--- src/source/frame_avg_pkg.sv ---
/*
 * Frame averager shared constants.
 * Pixel, image stream and sum stream widths, plus the averaging
 * level range and the frame counter width it needs.
 */

package frame_avg_pkg;

    // image side
    localparam int unsigned PIX_W = 14;    // sensor pixel bits
    localparam int unsigned IMG_W = 16;    // image stream word, pixel in low bits

    // averaging buffer side
    localparam int unsigned SUM_W = 32;    // stored running sum per pixel

    // averaging control
    localparam int unsigned LEVEL_W   = 3;    // run length is 2^level frames
    localparam int unsigned MAX_LEVEL = 7;    // 128 frames per run
    localparam int unsigned CNT_W     = 7;    // frame index, up to 127

endpackage

--- src/source/pix_stream_if.sv ---
/*
 * Pixel stream bundle.
 * AXI4-Stream style data, valid, ready, last and user signals
 * between the blocks of the frame averager.
 */

interface pix_stream_if #(
    parameter int unsigned DW = frame_avg_pkg::SUM_W
);

    logic [DW-1:0] tdata;
    logic          tvalid;
    logic          tready;
    logic          tlast;     // end of line
    logic          tuser;     // start of frame

    modport src (
        output tdata,
        output tvalid,
        input  tready,
        output tlast,
        output tuser
    );

    modport snk (
        input  tdata,
        input  tvalid,
        output tready,
        input  tlast,
        input  tuser
    );

endinterface

--- src/source/avg_frame_ctrl.sv ---
/*
 * Averaging frame control.
 * Counts frames on sof_strb, latches the averaging level at the start
 * of each run, masks the stored sum on the first frame and enables
 * the image output on the last frame of the run.
 */

module avg_frame_ctrl (
    input  logic                              axis_aclk,
    input  logic                              axis_aresetn,
    input  logic                              sof_strb,
    input  logic [frame_avg_pkg::LEVEL_W-1:0] average_level,
    output logic [frame_avg_pkg::LEVEL_W-1:0] avg_level,
    output logic                              sum_keep,
    output logic                              out_en
);
    import frame_avg_pkg::*;

    logic [CNT_W-1:0] frame_cnt;
    logic [CNT_W-1:0] last_cnt;

    // 2^L - 1 where level 7 wraps round to 127
    assign last_cnt = (CNT_W'(1) << avg_level) - CNT_W'(1);

    always_ff @(posedge axis_aclk) begin
        if (!axis_aresetn) begin
            frame_cnt <= '0;
            avg_level <= '0;
            sum_keep  <= 1'b0;
            out_en    <= 1'b0;
        end else if (sof_strb) begin
            if (avg_level != '0) begin
                if (frame_cnt == '0) begin
                    out_en    <= 1'b0;              // first frame of a run
                    sum_keep  <= 1'b0;              // start from a zero sum
                    avg_level <= average_level;
                    frame_cnt <= frame_cnt + 1'b1;
                end else begin
                    sum_keep <= 1'b1;               // accumulate onto stored sum
                    if (frame_cnt == last_cnt) begin
                        out_en    <= 1'b1;          // last frame emits the average
                        frame_cnt <= '0;
                    end else begin
                        out_en    <= 1'b0;
                        frame_cnt <= frame_cnt + 1'b1;
                    end
                end
            end else begin
                avg_level <= average_level;         // pass-through mode
                out_en    <= 1'b1;
                sum_keep  <= 1'b0;
                frame_cnt <= '0;
            end
        end
    end

    // image output only once the count has wrapped at the end of a run
    a_out_en_cnt_zero : assert property (
        @(posedge axis_aclk) disable iff (!axis_aresetn)
        out_en |-> frame_cnt == '0
    ) else $error("out_en high while a run is still counting");

endmodule

--- src/source/pix_sum_stage.sv ---
/*
 * Pixel plus stored sum stage.
 * Joins one image pixel with one stored sum, masks the sum on the
 * first frame of a run and registers the new sum with the pixel's
 * framing bits.
 */

module pix_sum_stage (
    input  logic                            axis_aclk,
    input  logic                            axis_aresetn,
    input  logic                            sum_keep,
    input  logic [frame_avg_pkg::IMG_W-1:0] img_tdata,
    input  logic                            img_tvalid,
    output logic                            img_tready,
    input  logic                            img_tlast,
    input  logic                            img_tuser,
    input  logic [frame_avg_pkg::SUM_W-1:0] avgi_tdata,
    input  logic                            avgi_tvalid,
    output logic                            avgi_tready,
    pix_stream_if.src                       sum_o
);
    import frame_avg_pkg::*;

    logic             stage_free;
    logic             join_beat;
    logic [SUM_W-1:0] stored_sum;

    assign stage_free  = !sum_o.tvalid || sum_o.tready;    // register empty or draining
    assign img_tready  = stage_free && avgi_tvalid;         // take a pixel only with its sum
    assign avgi_tready = stage_free && img_tvalid;
    assign join_beat   = stage_free && img_tvalid && avgi_tvalid;
    assign stored_sum  = sum_keep ? avgi_tdata : '0;       // zero on first frame of run

    always_ff @(posedge axis_aclk) begin
        if (!axis_aresetn) begin
            sum_o.tvalid <= 1'b0;
        end else if (join_beat) begin
            sum_o.tvalid <= 1'b1;
        end else if (sum_o.tready) begin
            sum_o.tvalid <= 1'b0;
        end
    end

    always_ff @(posedge axis_aclk) begin
        if (join_beat) begin
            sum_o.tdata <= SUM_W'(img_tdata[PIX_W-1:0]) + stored_sum;
            sum_o.tlast <= img_tlast;
            sum_o.tuser <= img_tuser;
        end
    end

    // a waiting pixel stays put until it is joined with its sum
    a_img_hold : assert property (
        @(posedge axis_aclk) disable iff (!axis_aresetn)
        img_tvalid && !img_tready |=>
            img_tvalid && $stable(img_tdata) && $stable(img_tlast) && $stable(img_tuser)
    ) else $error("image beat withdrawn or changed before the join");

endmodule

--- src/source/sum_fork.sv ---
/*
 * Sum broadcast.
 * Sends every new sum back to the averaging buffer and, when the
 * frame is the last of a run, the sum scaled by 2^-L to the image
 * output. Each branch may stall on its own.
 */

module sum_fork (
    input  logic                              axis_aclk,
    input  logic                              axis_aresetn,
    input  logic [frame_avg_pkg::LEVEL_W-1:0] avg_level,
    input  logic                              out_en,
    pix_stream_if.snk                         sum_i,
    output logic [frame_avg_pkg::SUM_W-1:0]   avgo_tdata,
    output logic                              avgo_tvalid,
    input  logic                              avgo_tready,
    output logic                              avgo_tlast,
    output logic [frame_avg_pkg::IMG_W-1:0]   img_tdata,
    output logic                              img_tvalid,
    input  logic                              img_tready,
    output logic                              img_tlast,
    output logic                              img_tuser
);
    import frame_avg_pkg::*;

    logic                       avgo_done;    // avgo took the current beat
    logic                       img_done;     // image branch took the current beat
    logic                       avgo_ok;
    logic                       img_ok;
    logic                       in_beat;
    logic [PIX_W+MAX_LEVEL-1:0] sum_win;      // widest sum a full run can reach
    logic [PIX_W+MAX_LEVEL-1:0] sum_scaled;

    assign sum_win    = sum_i.tdata[PIX_W+MAX_LEVEL-1:0];
    assign sum_scaled = sum_win >> avg_level;

    // buffer return branch
    assign avgo_tdata  = sum_i.tdata;
    assign avgo_tlast  = sum_i.tlast;
    assign avgo_tvalid = sum_i.tvalid && !avgo_done;

    // image branch, only on the last frame of a run
    assign img_tdata  = IMG_W'(sum_scaled[PIX_W-1:0]);
    assign img_tlast  = sum_i.tlast;
    assign img_tuser  = sum_i.tuser;
    assign img_tvalid = sum_i.tvalid && out_en && !img_done;

    assign avgo_ok      = avgo_done || avgo_tready;
    assign img_ok       = !out_en || img_done || img_tready;
    assign sum_i.tready = avgo_ok && img_ok;           // release once both branches have it
    assign in_beat      = sum_i.tvalid && sum_i.tready;

    always_ff @(posedge axis_aclk) begin
        if (!axis_aresetn) begin
            avgo_done <= 1'b0;
            img_done  <= 1'b0;
        end else if (in_beat) begin
            avgo_done <= 1'b0;
            img_done  <= 1'b0;
        end else begin
            if (avgo_tvalid && avgo_tready) begin
                avgo_done <= 1'b1;
            end
            if (img_tvalid && img_tready) begin
                img_done <= 1'b1;
            end
        end
    end

    // a pending image beat is never withdrawn by the frame control
    a_img_only_on_out_en : assert property (
        @(posedge axis_aclk) disable iff (!axis_aresetn)
        img_tvalid && !img_tready |=> img_tvalid && out_en
    ) else $error("image beat pending while out_en is low");

endmodule

--- src/source/frame_averager_top.sv ---
/*
 * AXI4-Stream frame averager top.
 * Averages 2^L image frames against a running sum kept in external
 * memory, which is read on avgi and written back on avgo.
 */

module frame_averager_top (
    input  logic                              axis_aclk,
    input  logic                              axis_aresetn,

    input  logic [frame_avg_pkg::LEVEL_W-1:0] average_level,
    input  logic                              sof_strb,

    input  logic [frame_avg_pkg::IMG_W-1:0]   s_axis_img_tdata,
    input  logic                              s_axis_img_tvalid,
    output logic                              s_axis_img_tready,
    input  logic                              s_axis_img_tlast,
    input  logic                              s_axis_img_tuser,

    input  logic [frame_avg_pkg::SUM_W-1:0]   s_axis_avgi_tdata,
    input  logic                              s_axis_avgi_tvalid,
    output logic                              s_axis_avgi_tready,
    input  logic                              s_axis_avgi_tlast,

    output logic [frame_avg_pkg::SUM_W-1:0]   m_axis_avgo_tdata,
    output logic                              m_axis_avgo_tvalid,
    input  logic                              m_axis_avgo_tready,
    output logic                              m_axis_avgo_tlast,

    output logic [frame_avg_pkg::IMG_W-1:0]   m_axis_img_tdata,
    output logic                              m_axis_img_tvalid,
    input  logic                              m_axis_img_tready,
    output logic                              m_axis_img_tlast,
    output logic                              m_axis_img_tuser
);
    import frame_avg_pkg::*;

    logic [LEVEL_W-1:0] avg_level;    // level of the current run
    logic               sum_keep;
    logic               out_en;

    pix_stream_if #(.DW(SUM_W)) sum_s ();

    avg_frame_ctrl avg_frame_ctrl_i (
        .axis_aclk     (axis_aclk),
        .axis_aresetn  (axis_aresetn),
        .sof_strb      (sof_strb),
        .average_level (average_level),
        .avg_level     (avg_level),
        .sum_keep      (sum_keep),
        .out_en        (out_en)
    );

    pix_sum_stage pix_sum_stage_i (
        .axis_aclk    (axis_aclk),
        .axis_aresetn (axis_aresetn),
        .sum_keep     (sum_keep),
        .img_tdata    (s_axis_img_tdata),
        .img_tvalid   (s_axis_img_tvalid),
        .img_tready   (s_axis_img_tready),
        .img_tlast    (s_axis_img_tlast),
        .img_tuser    (s_axis_img_tuser),
        .avgi_tdata   (s_axis_avgi_tdata),
        .avgi_tvalid  (s_axis_avgi_tvalid),
        .avgi_tready  (s_axis_avgi_tready),
        .sum_o        (sum_s.src)
    );

    sum_fork sum_fork_i (
        .axis_aclk    (axis_aclk),
        .axis_aresetn (axis_aresetn),
        .avg_level    (avg_level),
        .out_en       (out_en),
        .sum_i        (sum_s.snk),
        .avgo_tdata   (m_axis_avgo_tdata),
        .avgo_tvalid  (m_axis_avgo_tvalid),
        .avgo_tready  (m_axis_avgo_tready),
        .avgo_tlast   (m_axis_avgo_tlast),
        .img_tdata    (m_axis_img_tdata),
        .img_tvalid   (m_axis_img_tvalid),
        .img_tready   (m_axis_img_tready),
        .img_tlast    (m_axis_img_tlast),
        .img_tuser    (m_axis_img_tuser)
    );

    // stored sums must stay line aligned with the incoming image
    a_avgi_line_align : assert property (
        @(posedge axis_aclk) disable iff (!axis_aresetn)
        s_axis_img_tvalid && s_axis_img_tready |-> s_axis_avgi_tlast == s_axis_img_tlast
    ) else $error("avgi tlast out of step with image tlast");

endmodule

--- config.mk ---
export PLATFORM = sky130hd
export DESIGN_NAME = frame_averager_top
export DESIGN_NICKNAME = d
export VERILOG_FILES = /design/src/source/frame_avg_pkg.sv /design/src/source/pix_stream_if.sv /design/src/source/avg_frame_ctrl.sv /design/src/source/pix_sum_stage.sv /design/src/source/sum_fork.sv /design/src/source/frame_averager_top.sv
export SDC_FILE = /design/constraint.sdc
export NUM_CORES = 1
export LEC_CHECK = 0
export ABC_AREA = 1
export BUFFER_PORTS_ARGS = -buffer_cell sky130_fd_sc_hd__buf_2
export CORE_ASPECT_RATIO = 1.2
export CORE_UTILIZATION = 60
export CTS_BUF_LIST = sky130_fd_sc_hd__clkbuf_4
export DETAILED_ROUTE_END_ITERATION = 10
export GPL_TIMING_DRIVEN = 0
export PLACE_DENSITY = 0.87
export SYNTH_ARGS = -nofsm -noshare
export SYNTH_HDL_FRONTEND = slang
export SYNTH_HIERARCHICAL = 1
export SYNTH_SLANG_ARGS = --single-unit
--- constraint.sdc ---
create_clock -name axis_aclk -period 10.65 [get_ports axis_aclk]
set_input_delay 2.13 -clock axis_aclk [delete_from_list [all_inputs] [get_ports axis_aclk]]
set_output_delay 2.13 -clock axis_aclk [all_outputs]
set_load 0.05 [all_outputs]
# == Word-level counts from Yosys, hierarchy flattened ==
# Cells that the tools add are included.
# totals
reg_bits,49
latch_bits,0
ramBits,0
rom_bits,0
input_bits,61
word_cells,54
n_memories,0
# op_classes
add_sub_neg,3
multipliers,0
div_mod_pow,0
magnitude_cmp,0
n_eq_ne,2
shifts,2
muxes,13
bitwise,1
reduce_logical,23
# op_table
operator,count
14-bit by 32-bit adder with 32-bit output,1
32-bit 2-to-1 mux,1
7-bit 2-to-1 mux,3
21-bit by 3-bit >> shifter with 14-bit output,1
1-bit logical AND,10
"7-bit by 1-bit adder with 7-bit output, second input constant",1
7-bit equality test,1
7-bit logical NOT,1
1-bit 2-to-1 mux,7
"1-bit by 3-bit left shift with 7-bit output, first input constant",1
"7-bit by 2-bit subtractor with 7-bit output, second input constant",1
3-bit 2-to-1 mux,2
1-bit logical NOT,4
1-bit logical OR,4
3-bit nonzero test,1
"2-bit != test, second input constant",1
2-bit AND reduction,1
2-bit nonzero test,1
2-bit OR reduction,1
1-bit NOT,1

# == Logic depth before layout (Yosys ltp) ==
# depth
ltp_word,8
mapped_depth,16
depth_no_buf,14

# == By module ==
# Netlist, hierarchy kept.
# by_module_without_submodules
mod,n_inst,cells_each,area_each_um2
pix_sum_stage,1,422,2837.7
sum_fork,1,196,1018.5
avg_frame_ctrl,1,126,839.6

# == Least setup slack after synthesis ==
# OpenSTA, ideal clock, no wires.
# synth_timing
path_type,input to register
from,input m_axis_img_tready
to,"register pix_sum_stage_i.sum_o.tdata[0], enable pin"
setup_ps,469
arrival_ps,4821
setup_slack_ps,5360
path_stages,7
path_cell_list,nand3b_1 -> nand2_1 -> inv_1 -> inv_1 -> nand2_1 -> inv_1 -> nor3_1
# synth_via
elab_chain_len,5
# synth_rtl
element,line_no,text
start: declaration,frame_averager_top.sv:32,"input logic m_axis_img_tready,"
1-bit logical OR,sum_fork.sv:49,assign img_ok = !out_en || img_done || img_tready;
1-bit logical AND,sum_fork.sv:50,assign sum_i.tready = avgo_ok && img_ok;
net sum_s.tready,pix_stream_if.sv:13,logic tready;
1-bit logical OR,pix_sum_stage.sv:28,assign stage_free = !sum_o.tvalid || sum_o.tready;
1-bit logical AND (2 in series),pix_sum_stage.sv:31,assign join_beat = stage_free && img_tvalid && avgi_tvalid;
net pix_sum_stage_i.join_beat,pix_sum_stage.sv:25,logic join_beat;
end signal: assignment,pix_sum_stage.sv:46,sum_o.tdata <= SUM_W'(img_tdata[PIX_W-1:0]) + stored_sum;
end: declaration,pix_stream_if.sv:18,"output tdata,"
# The timed path passes the listed nets, and every way through them passes these cells.
# A chain may end at the register's enable or synchronous reset.

# == Worst setup path in the final report ==
# layout_timing
from,input m_axis_avgo_tready
to,output s_axis_avgi_tready
# layout_via
elab_chain_len,4
# layout_rtl
element,line_no,text
start: declaration,frame_averager_top.sv:27,"input logic m_axis_avgo_tready,"
1-bit logical OR,sum_fork.sv:48,assign avgo_ok = avgo_done || avgo_tready;
1-bit logical AND,sum_fork.sv:50,
net sum_s.tready,pix_stream_if.sv:13,
1-bit logical OR,pix_sum_stage.sv:28,
1-bit logical AND,pix_sum_stage.sv:30,assign avgi_tready = stage_free && img_tvalid;
end: declaration,frame_averager_top.sv:22,"output logic s_axis_avgi_tready,"
# The timed path passes the listed nets, and every way through them passes these cells.

==> results.md <==
Layout:
- At the end of the flow the core is filled with cells to 0.7397.
- The area growth from synthesis to layout is 16.60%.
- At the end of the flow, the number of nets in the layout was 943.
- The number of diodes added for antenna fixing is 0.
- The share of post-route cells with drive strength above 1 is 0.2301.

Place:
- During placement, the flow inserted port buffers numbering 109.
- Once detailed placement completed, the half-perimeter wirelength came to 10300 um.
- The worst setup slack after placement is 5401 ps.
- The final estimated routing congestion in global placement is 0.9651.

Status:
- The run finished with clean final reports.

Timing:
- Of the available clock period, the critical path in the final layout requires 0.4948.
- Clock skew on the completed layout was measured at 14.12 ps.
- The number of max-slew violations in the final report is 0.
- For this run, the top clock speed supported by timing is 189.8 MHz.
- Setup repair after global routing left no endpoint under its margin.
- The clock period could shrink to 5270 ps.
- The number of failing setup endpoints in the final timing report is 0.
- The post-layout worst setup margin is 5380 ps.
- Setup total negative slack on the finished layout was measured at 0 ps.
- The number of failing hold endpoints at the final stage is 0.

Drt:
- The final layout contains routed wiring with a total length of 12400 um.
- The detailed router placed 5024 vias in this run.
- The remaining number of nets flagged by the antenna check after routing is 0.
- Dividing the detail-routed wire length by the instance count gives 12.99 um.
- For this run, design rule violations remaining after detail routing come to 0.
- The length of the first detailed-routing pass in iterations is 6.
- The via-per-instance ratio is 5.261.
- The number of DRC markers after the initial detailed-route iteration is 265.

Global routing:
- The pin count of the biggest net entering global routing is 15.
- The total congestion overflow is 0.
- The via count of the first global-routing pass is 4731.
- For this run, the total global-route usage over all layers was measured as 0.3219.
- The initial antenna violation count is 0.
- The first global-routing pass estimated 20430 um of wire.

Power:
- Dividing total power by cell area gives a power density of 112.9 nW/um2.
- The reported leakage power is 3.047 nW.
- The worst supply voltage drop on vdd is 0.1048 mV.

Floorplan:
- The die outline area is 8186 um2.
- For this design the top-level I/O count stands at 116.
- After floorplanning, the core was divided into 34 placement rows.
- From bottom edge to top edge, the die measures 98.91 um.
- The die is 82.76 um wide.
- For this configuration, the core starts out at a cell density of 0.6344.
- The core region is 7402 um2.

Worst setup path:
- Together, buffers and inverters on the worst path number 5.
- The setup path with the least slack is of type input pin to primary output.
- Among the stages of the critical path, the cell type that occurs most often is sky130_fd_sc_hd__inv_1.
- The number of stages on the worst setup path is 9.
- STA puts the critical path data arrival time at 3140 ps.
- The cell count of the worst reg-to-reg path is 13.
- Along the worst path, the maximum fanout reaches 4.
- On the worst path, the slowest cell contributes a delay of 280 ps.
- The required arrival time at the worst endpoint is 8520 ps.
- STA classifies the critical path endpoint as a primary output.
- The worst setup path is launched from an input pin.
- The critical path goes through buf_2 -> or2_2 -> nand2_1 -> inv_1 -> inv_1 -> nand2_1 -> inv_1 -> nor2_1 -> buf_2.
- Among all stages on the critical path, the largest delay is contributed by sky130_fd_sc_hd__or2_2.
- The cell family with the largest share of critical-path delay is buffers and inverters.

Clock network:
- The clock tree from TritonCTS is done.
- The later-pin clock latency in the skew report is 380 ps.
- The count of instances resized after the clock tree is built is 0.
- The number of buffers inserted by hold repair at cts is 0.
- The clock input transition at the sequential cells of the worst setup and hold paths is 140 ps.
- TritonCTS created 5 clock buffers.
- Post-CTS timing repair inserted 0 buffers for setup.
- The maximum clock path buffer count is 2.
- In this run the number of H-tree levels came out at 2.
- The root buffer cell chosen for the clock tree is sky130_fd_sc_hd__clkbuf_4.
- CTS saw 49 sinks.

Hold path:
- The class of the tightest hold or removal check is flip-flop to flip-flop.
- The number of cells traversed by the worst hold path is 2.

Logic synthesis:
- For this run, the register share of the synthesized area comes to 0.2814.
- The count of synthesis-stage warnings from yosys is 6.
- The count of distinct cell types in the synthesized netlist is 33.
- The number of standard cells after synthesis is 744.
- The synthesized design contains 49 register bits.
- The post-synthesis instance area is 4696 um2.
- A synthesized cell averages 6.311 um2.

Flow run:
- The number of violations of the max-capacitance limit is 0.
## per-layer routing
metal / routed length (um) / global-route usage
met1: 5152 / 0.3928
met2: 6101 / 0.5574
met3: 762 / 0.03704
met4: 386 / 0.1393
met5: 0 / 0
## power breakdown
| part | leakage [nW] | internal [mW] | switching (mW) |
|---|---|---|---|
| logic | 2.56 | 0.0833 | 0.191 |
| registers | 0.447 | 0.217 | 0.0117 |
| clock network | 0.0433 | 0.0515 | 0.0627 |
## cell usage after synthesis
| cell | instances | area share |
|---|---|---|
| sky130_fd_sc_hd__a21oi_1 | 17 | 0.018 |
| sky130_fd_sc_hd__and2_1 | 2 | 0.0027 |
| sky130_fd_sc_hd__buf_2 | 4 | 0.0043 |
| sky130_fd_sc_hd__buf_4 | 42 | 0.067 |
| sky130_fd_sc_hd__buf_6 | 4 | 0.0096 |
| sky130_fd_sc_hd__clkbuf_1 | 2 | 0.0016 |
| sky130_fd_sc_hd__conb_1 | 1 | 0.00080 |
| sky130_fd_sc_hd__dfxtp_1 | 15 | 0.064 |
| sky130_fd_sc_hd__edfxtp_1 | 34 | 0.22 |
| sky130_fd_sc_hd__fa_1 | 1 | 0.0043 |
| sky130_fd_sc_hd__ha_1 | 17 | 0.045 |
| sky130_fd_sc_hd__inv_1 | 95 | 0.076 |
| sky130_fd_sc_hd__inv_2 | 8 | 0.0064 |
| sky130_fd_sc_hd__inv_6 | 1 | 0.0019 |
| sky130_fd_sc_hd__nand2_1 | 274 | 0.22 |
| sky130_fd_sc_hd__nand2_2 | 7 | 0.0093 |
| sky130_fd_sc_hd__nand2_4 | 2 | 0.0048 |
| sky130_fd_sc_hd__nand3_1 | 103 | 0.11 |
| sky130_fd_sc_hd__nand3_2 | 1 | 0.0021 |
| sky130_fd_sc_hd__nand3b_1 | 8 | 0.013 |
| sky130_fd_sc_hd__nand4_1 | 3 | 0.0040 |
| sky130_fd_sc_hd__nor2_1 | 56 | 0.045 |
| sky130_fd_sc_hd__nor2_2 | 6 | 0.0080 |
| sky130_fd_sc_hd__nor2_4 | 1 | 0.0024 |
| sky130_fd_sc_hd__nor3_1 | 4 | 0.0043 |
| sky130_fd_sc_hd__nor4_4 | 1 | 0.0045 |
| sky130_fd_sc_hd__o21ai_0 | 10 | 0.011 |
| sky130_fd_sc_hd__o21bai_1 | 1 | 0.0016 |
| sky130_fd_sc_hd__or2_0 | 1 | 0.0013 |
| sky130_fd_sc_hd__or2_1 | 1 | 0.0013 |
| sky130_fd_sc_hd__or2_2 | 2 | 0.0027 |
| sky130_fd_sc_hd__xnor2_1 | 4 | 0.0075 |
| sky130_fd_sc_hd__xor2_1 | 16 | 0.030 |
## registers in the layout, indices dropped and copies added, names as in the netlist
signal	cells
sum_fork_i/img_done	1
avg_frame_ctrl_i/avg_level	3
pix_sum_stage_i/sum_o.tdata	32
avg_frame_ctrl_i/out_en	1
sum_fork_i/avgo_done	1
avg_frame_ctrl_i/frame_cnt	7
avg_frame_ctrl_i/sum_keep	1
pix_sum_stage_i/sum_o.tvalid	1
pix_sum_stage_i/sum_o.tuser	1
pix_sum_stage_i/sum_o.tlast	1
## cell type report
type                            instances  area [um2]
Multi-Input combinational cell        540        2600
Clock buffer                            6       45.04
Inverter                              104       395.4
Sequential cell                        49        1321
Buffer                                 52       387.9
Tap cell                               90       112.6
Clock inverter                          2       33.78
Timing Repair Buffer                  112       579.3
Fill cell                             615        1927
## cells by family (layout without fill, tap and decap cells)
kind of cell    count (synthesis)  after routing  synth area share
simple gates                  472            472            0.4338
buf+inv                       156            276            0.1668
flops                          49             49            0.2814
compound gates                 28             28           0.03038
xor+xnor                       20             20           0.03730
fa+ha+maj                      18             18           0.04956
other cells                     1              2         0.0007986
## final timing paths
kind         slack (ps)                              end                       from
max                5380               s_axis_avgi_tready         m_axis_avgo_tready
min                 540          avg_frame_ctrl_i/out_en    avg_frame_ctrl_i/out_en
max reg2reg        7740  pix_sum_stage_i/sum_o.tdata[20]  avg_frame_ctrl_i/sum_keep
min reg2reg         540          avg_frame_ctrl_i/out_en    avg_frame_ctrl_i/out_en
## cell usage in the layout (no fill, tap or decap)
cell	netlist	routed
sky130_fd_sc_hd__nor2_4	1	1
sky130_fd_sc_hd__nor3_1	4	3
sky130_fd_sc_hd__dfxtp_1	15	15
sky130_fd_sc_hd__inv_1	95	95
sky130_fd_sc_hd__o21bai_1	1	1
sky130_fd_sc_hd__nand2_2	7	7
sky130_fd_sc_hd__and2_1	2	2
sky130_fd_sc_hd__ha_1	17	17
sky130_fd_sc_hd__clkbuf_4	0	6
sky130_fd_sc_hd__o21ai_0	10	10
sky130_fd_sc_hd__fa_1	1	1
sky130_fd_sc_hd__nor3_2	0	1
sky130_fd_sc_hd__or2_1	1	1
sky130_fd_sc_hd__inv_2	8	8
sky130_fd_sc_hd__or2_0	1	1
sky130_fd_sc_hd__conb_1	1	2
sky130_fd_sc_hd__xor2_1	16	16
sky130_fd_sc_hd__nand2_1	274	274
sky130_fd_sc_hd__nand2_4	2	2
sky130_fd_sc_hd__nand3b_1	8	8
sky130_fd_sc_hd__edfxtp_1	34	34
sky130_fd_sc_hd__nand3_1	103	103
sky130_fd_sc_hd__nand3_2	1	1
sky130_fd_sc_hd__buf_4	42	42
sky130_fd_sc_hd__nor2_1	56	56
sky130_fd_sc_hd__xnor2_1	4	4
sky130_fd_sc_hd__a21oi_1	17	17
sky130_fd_sc_hd__nor4_4	1	1
sky130_fd_sc_hd__buf_2	4	113
sky130_fd_sc_hd__clkbuf_1	2	2
sky130_fd_sc_hd__nor2_2	6	6
sky130_fd_sc_hd__inv_6	1	1
sky130_fd_sc_hd__or2_2	2	2
sky130_fd_sc_hd__clkinv_1	0	1
sky130_fd_sc_hd__nand4_1	3	3
sky130_fd_sc_hd__bufinv_16	0	1
sky130_fd_sc_hd__buf_6	4	7
## metrics by stage
| step | area [um2] | instances | power [mW] | hold slack, ps |
|---|---|---|---|---|
| floorplan | 4700 | 745 | 0.4386 | 453.0 |
| global route | 5475 | 955 | 0.6535 | 563.5 |
| global placement | 5358 | 944 | 0.4989 | 486.1 |
| detailed placement | 5396 | 947 | 0.5056 | 508.8 |
| CTS | 5475 | 955 | 0.6164 | 535.8 |
| finish | 5475 | 955 | 0.6180 | 541.8 |
## worst reg2reg max path, delay by kind of cell (launching register included)
| family | cells | cell delay [ps] |
|---|---|---|
| fa+ha+maj | 2 | 450 |
| simple gates | 8 | 970 |
| buf+inv | 3 | 690 |
| flops | 1 | 540 |
Power figures use the tool's default switching activity.
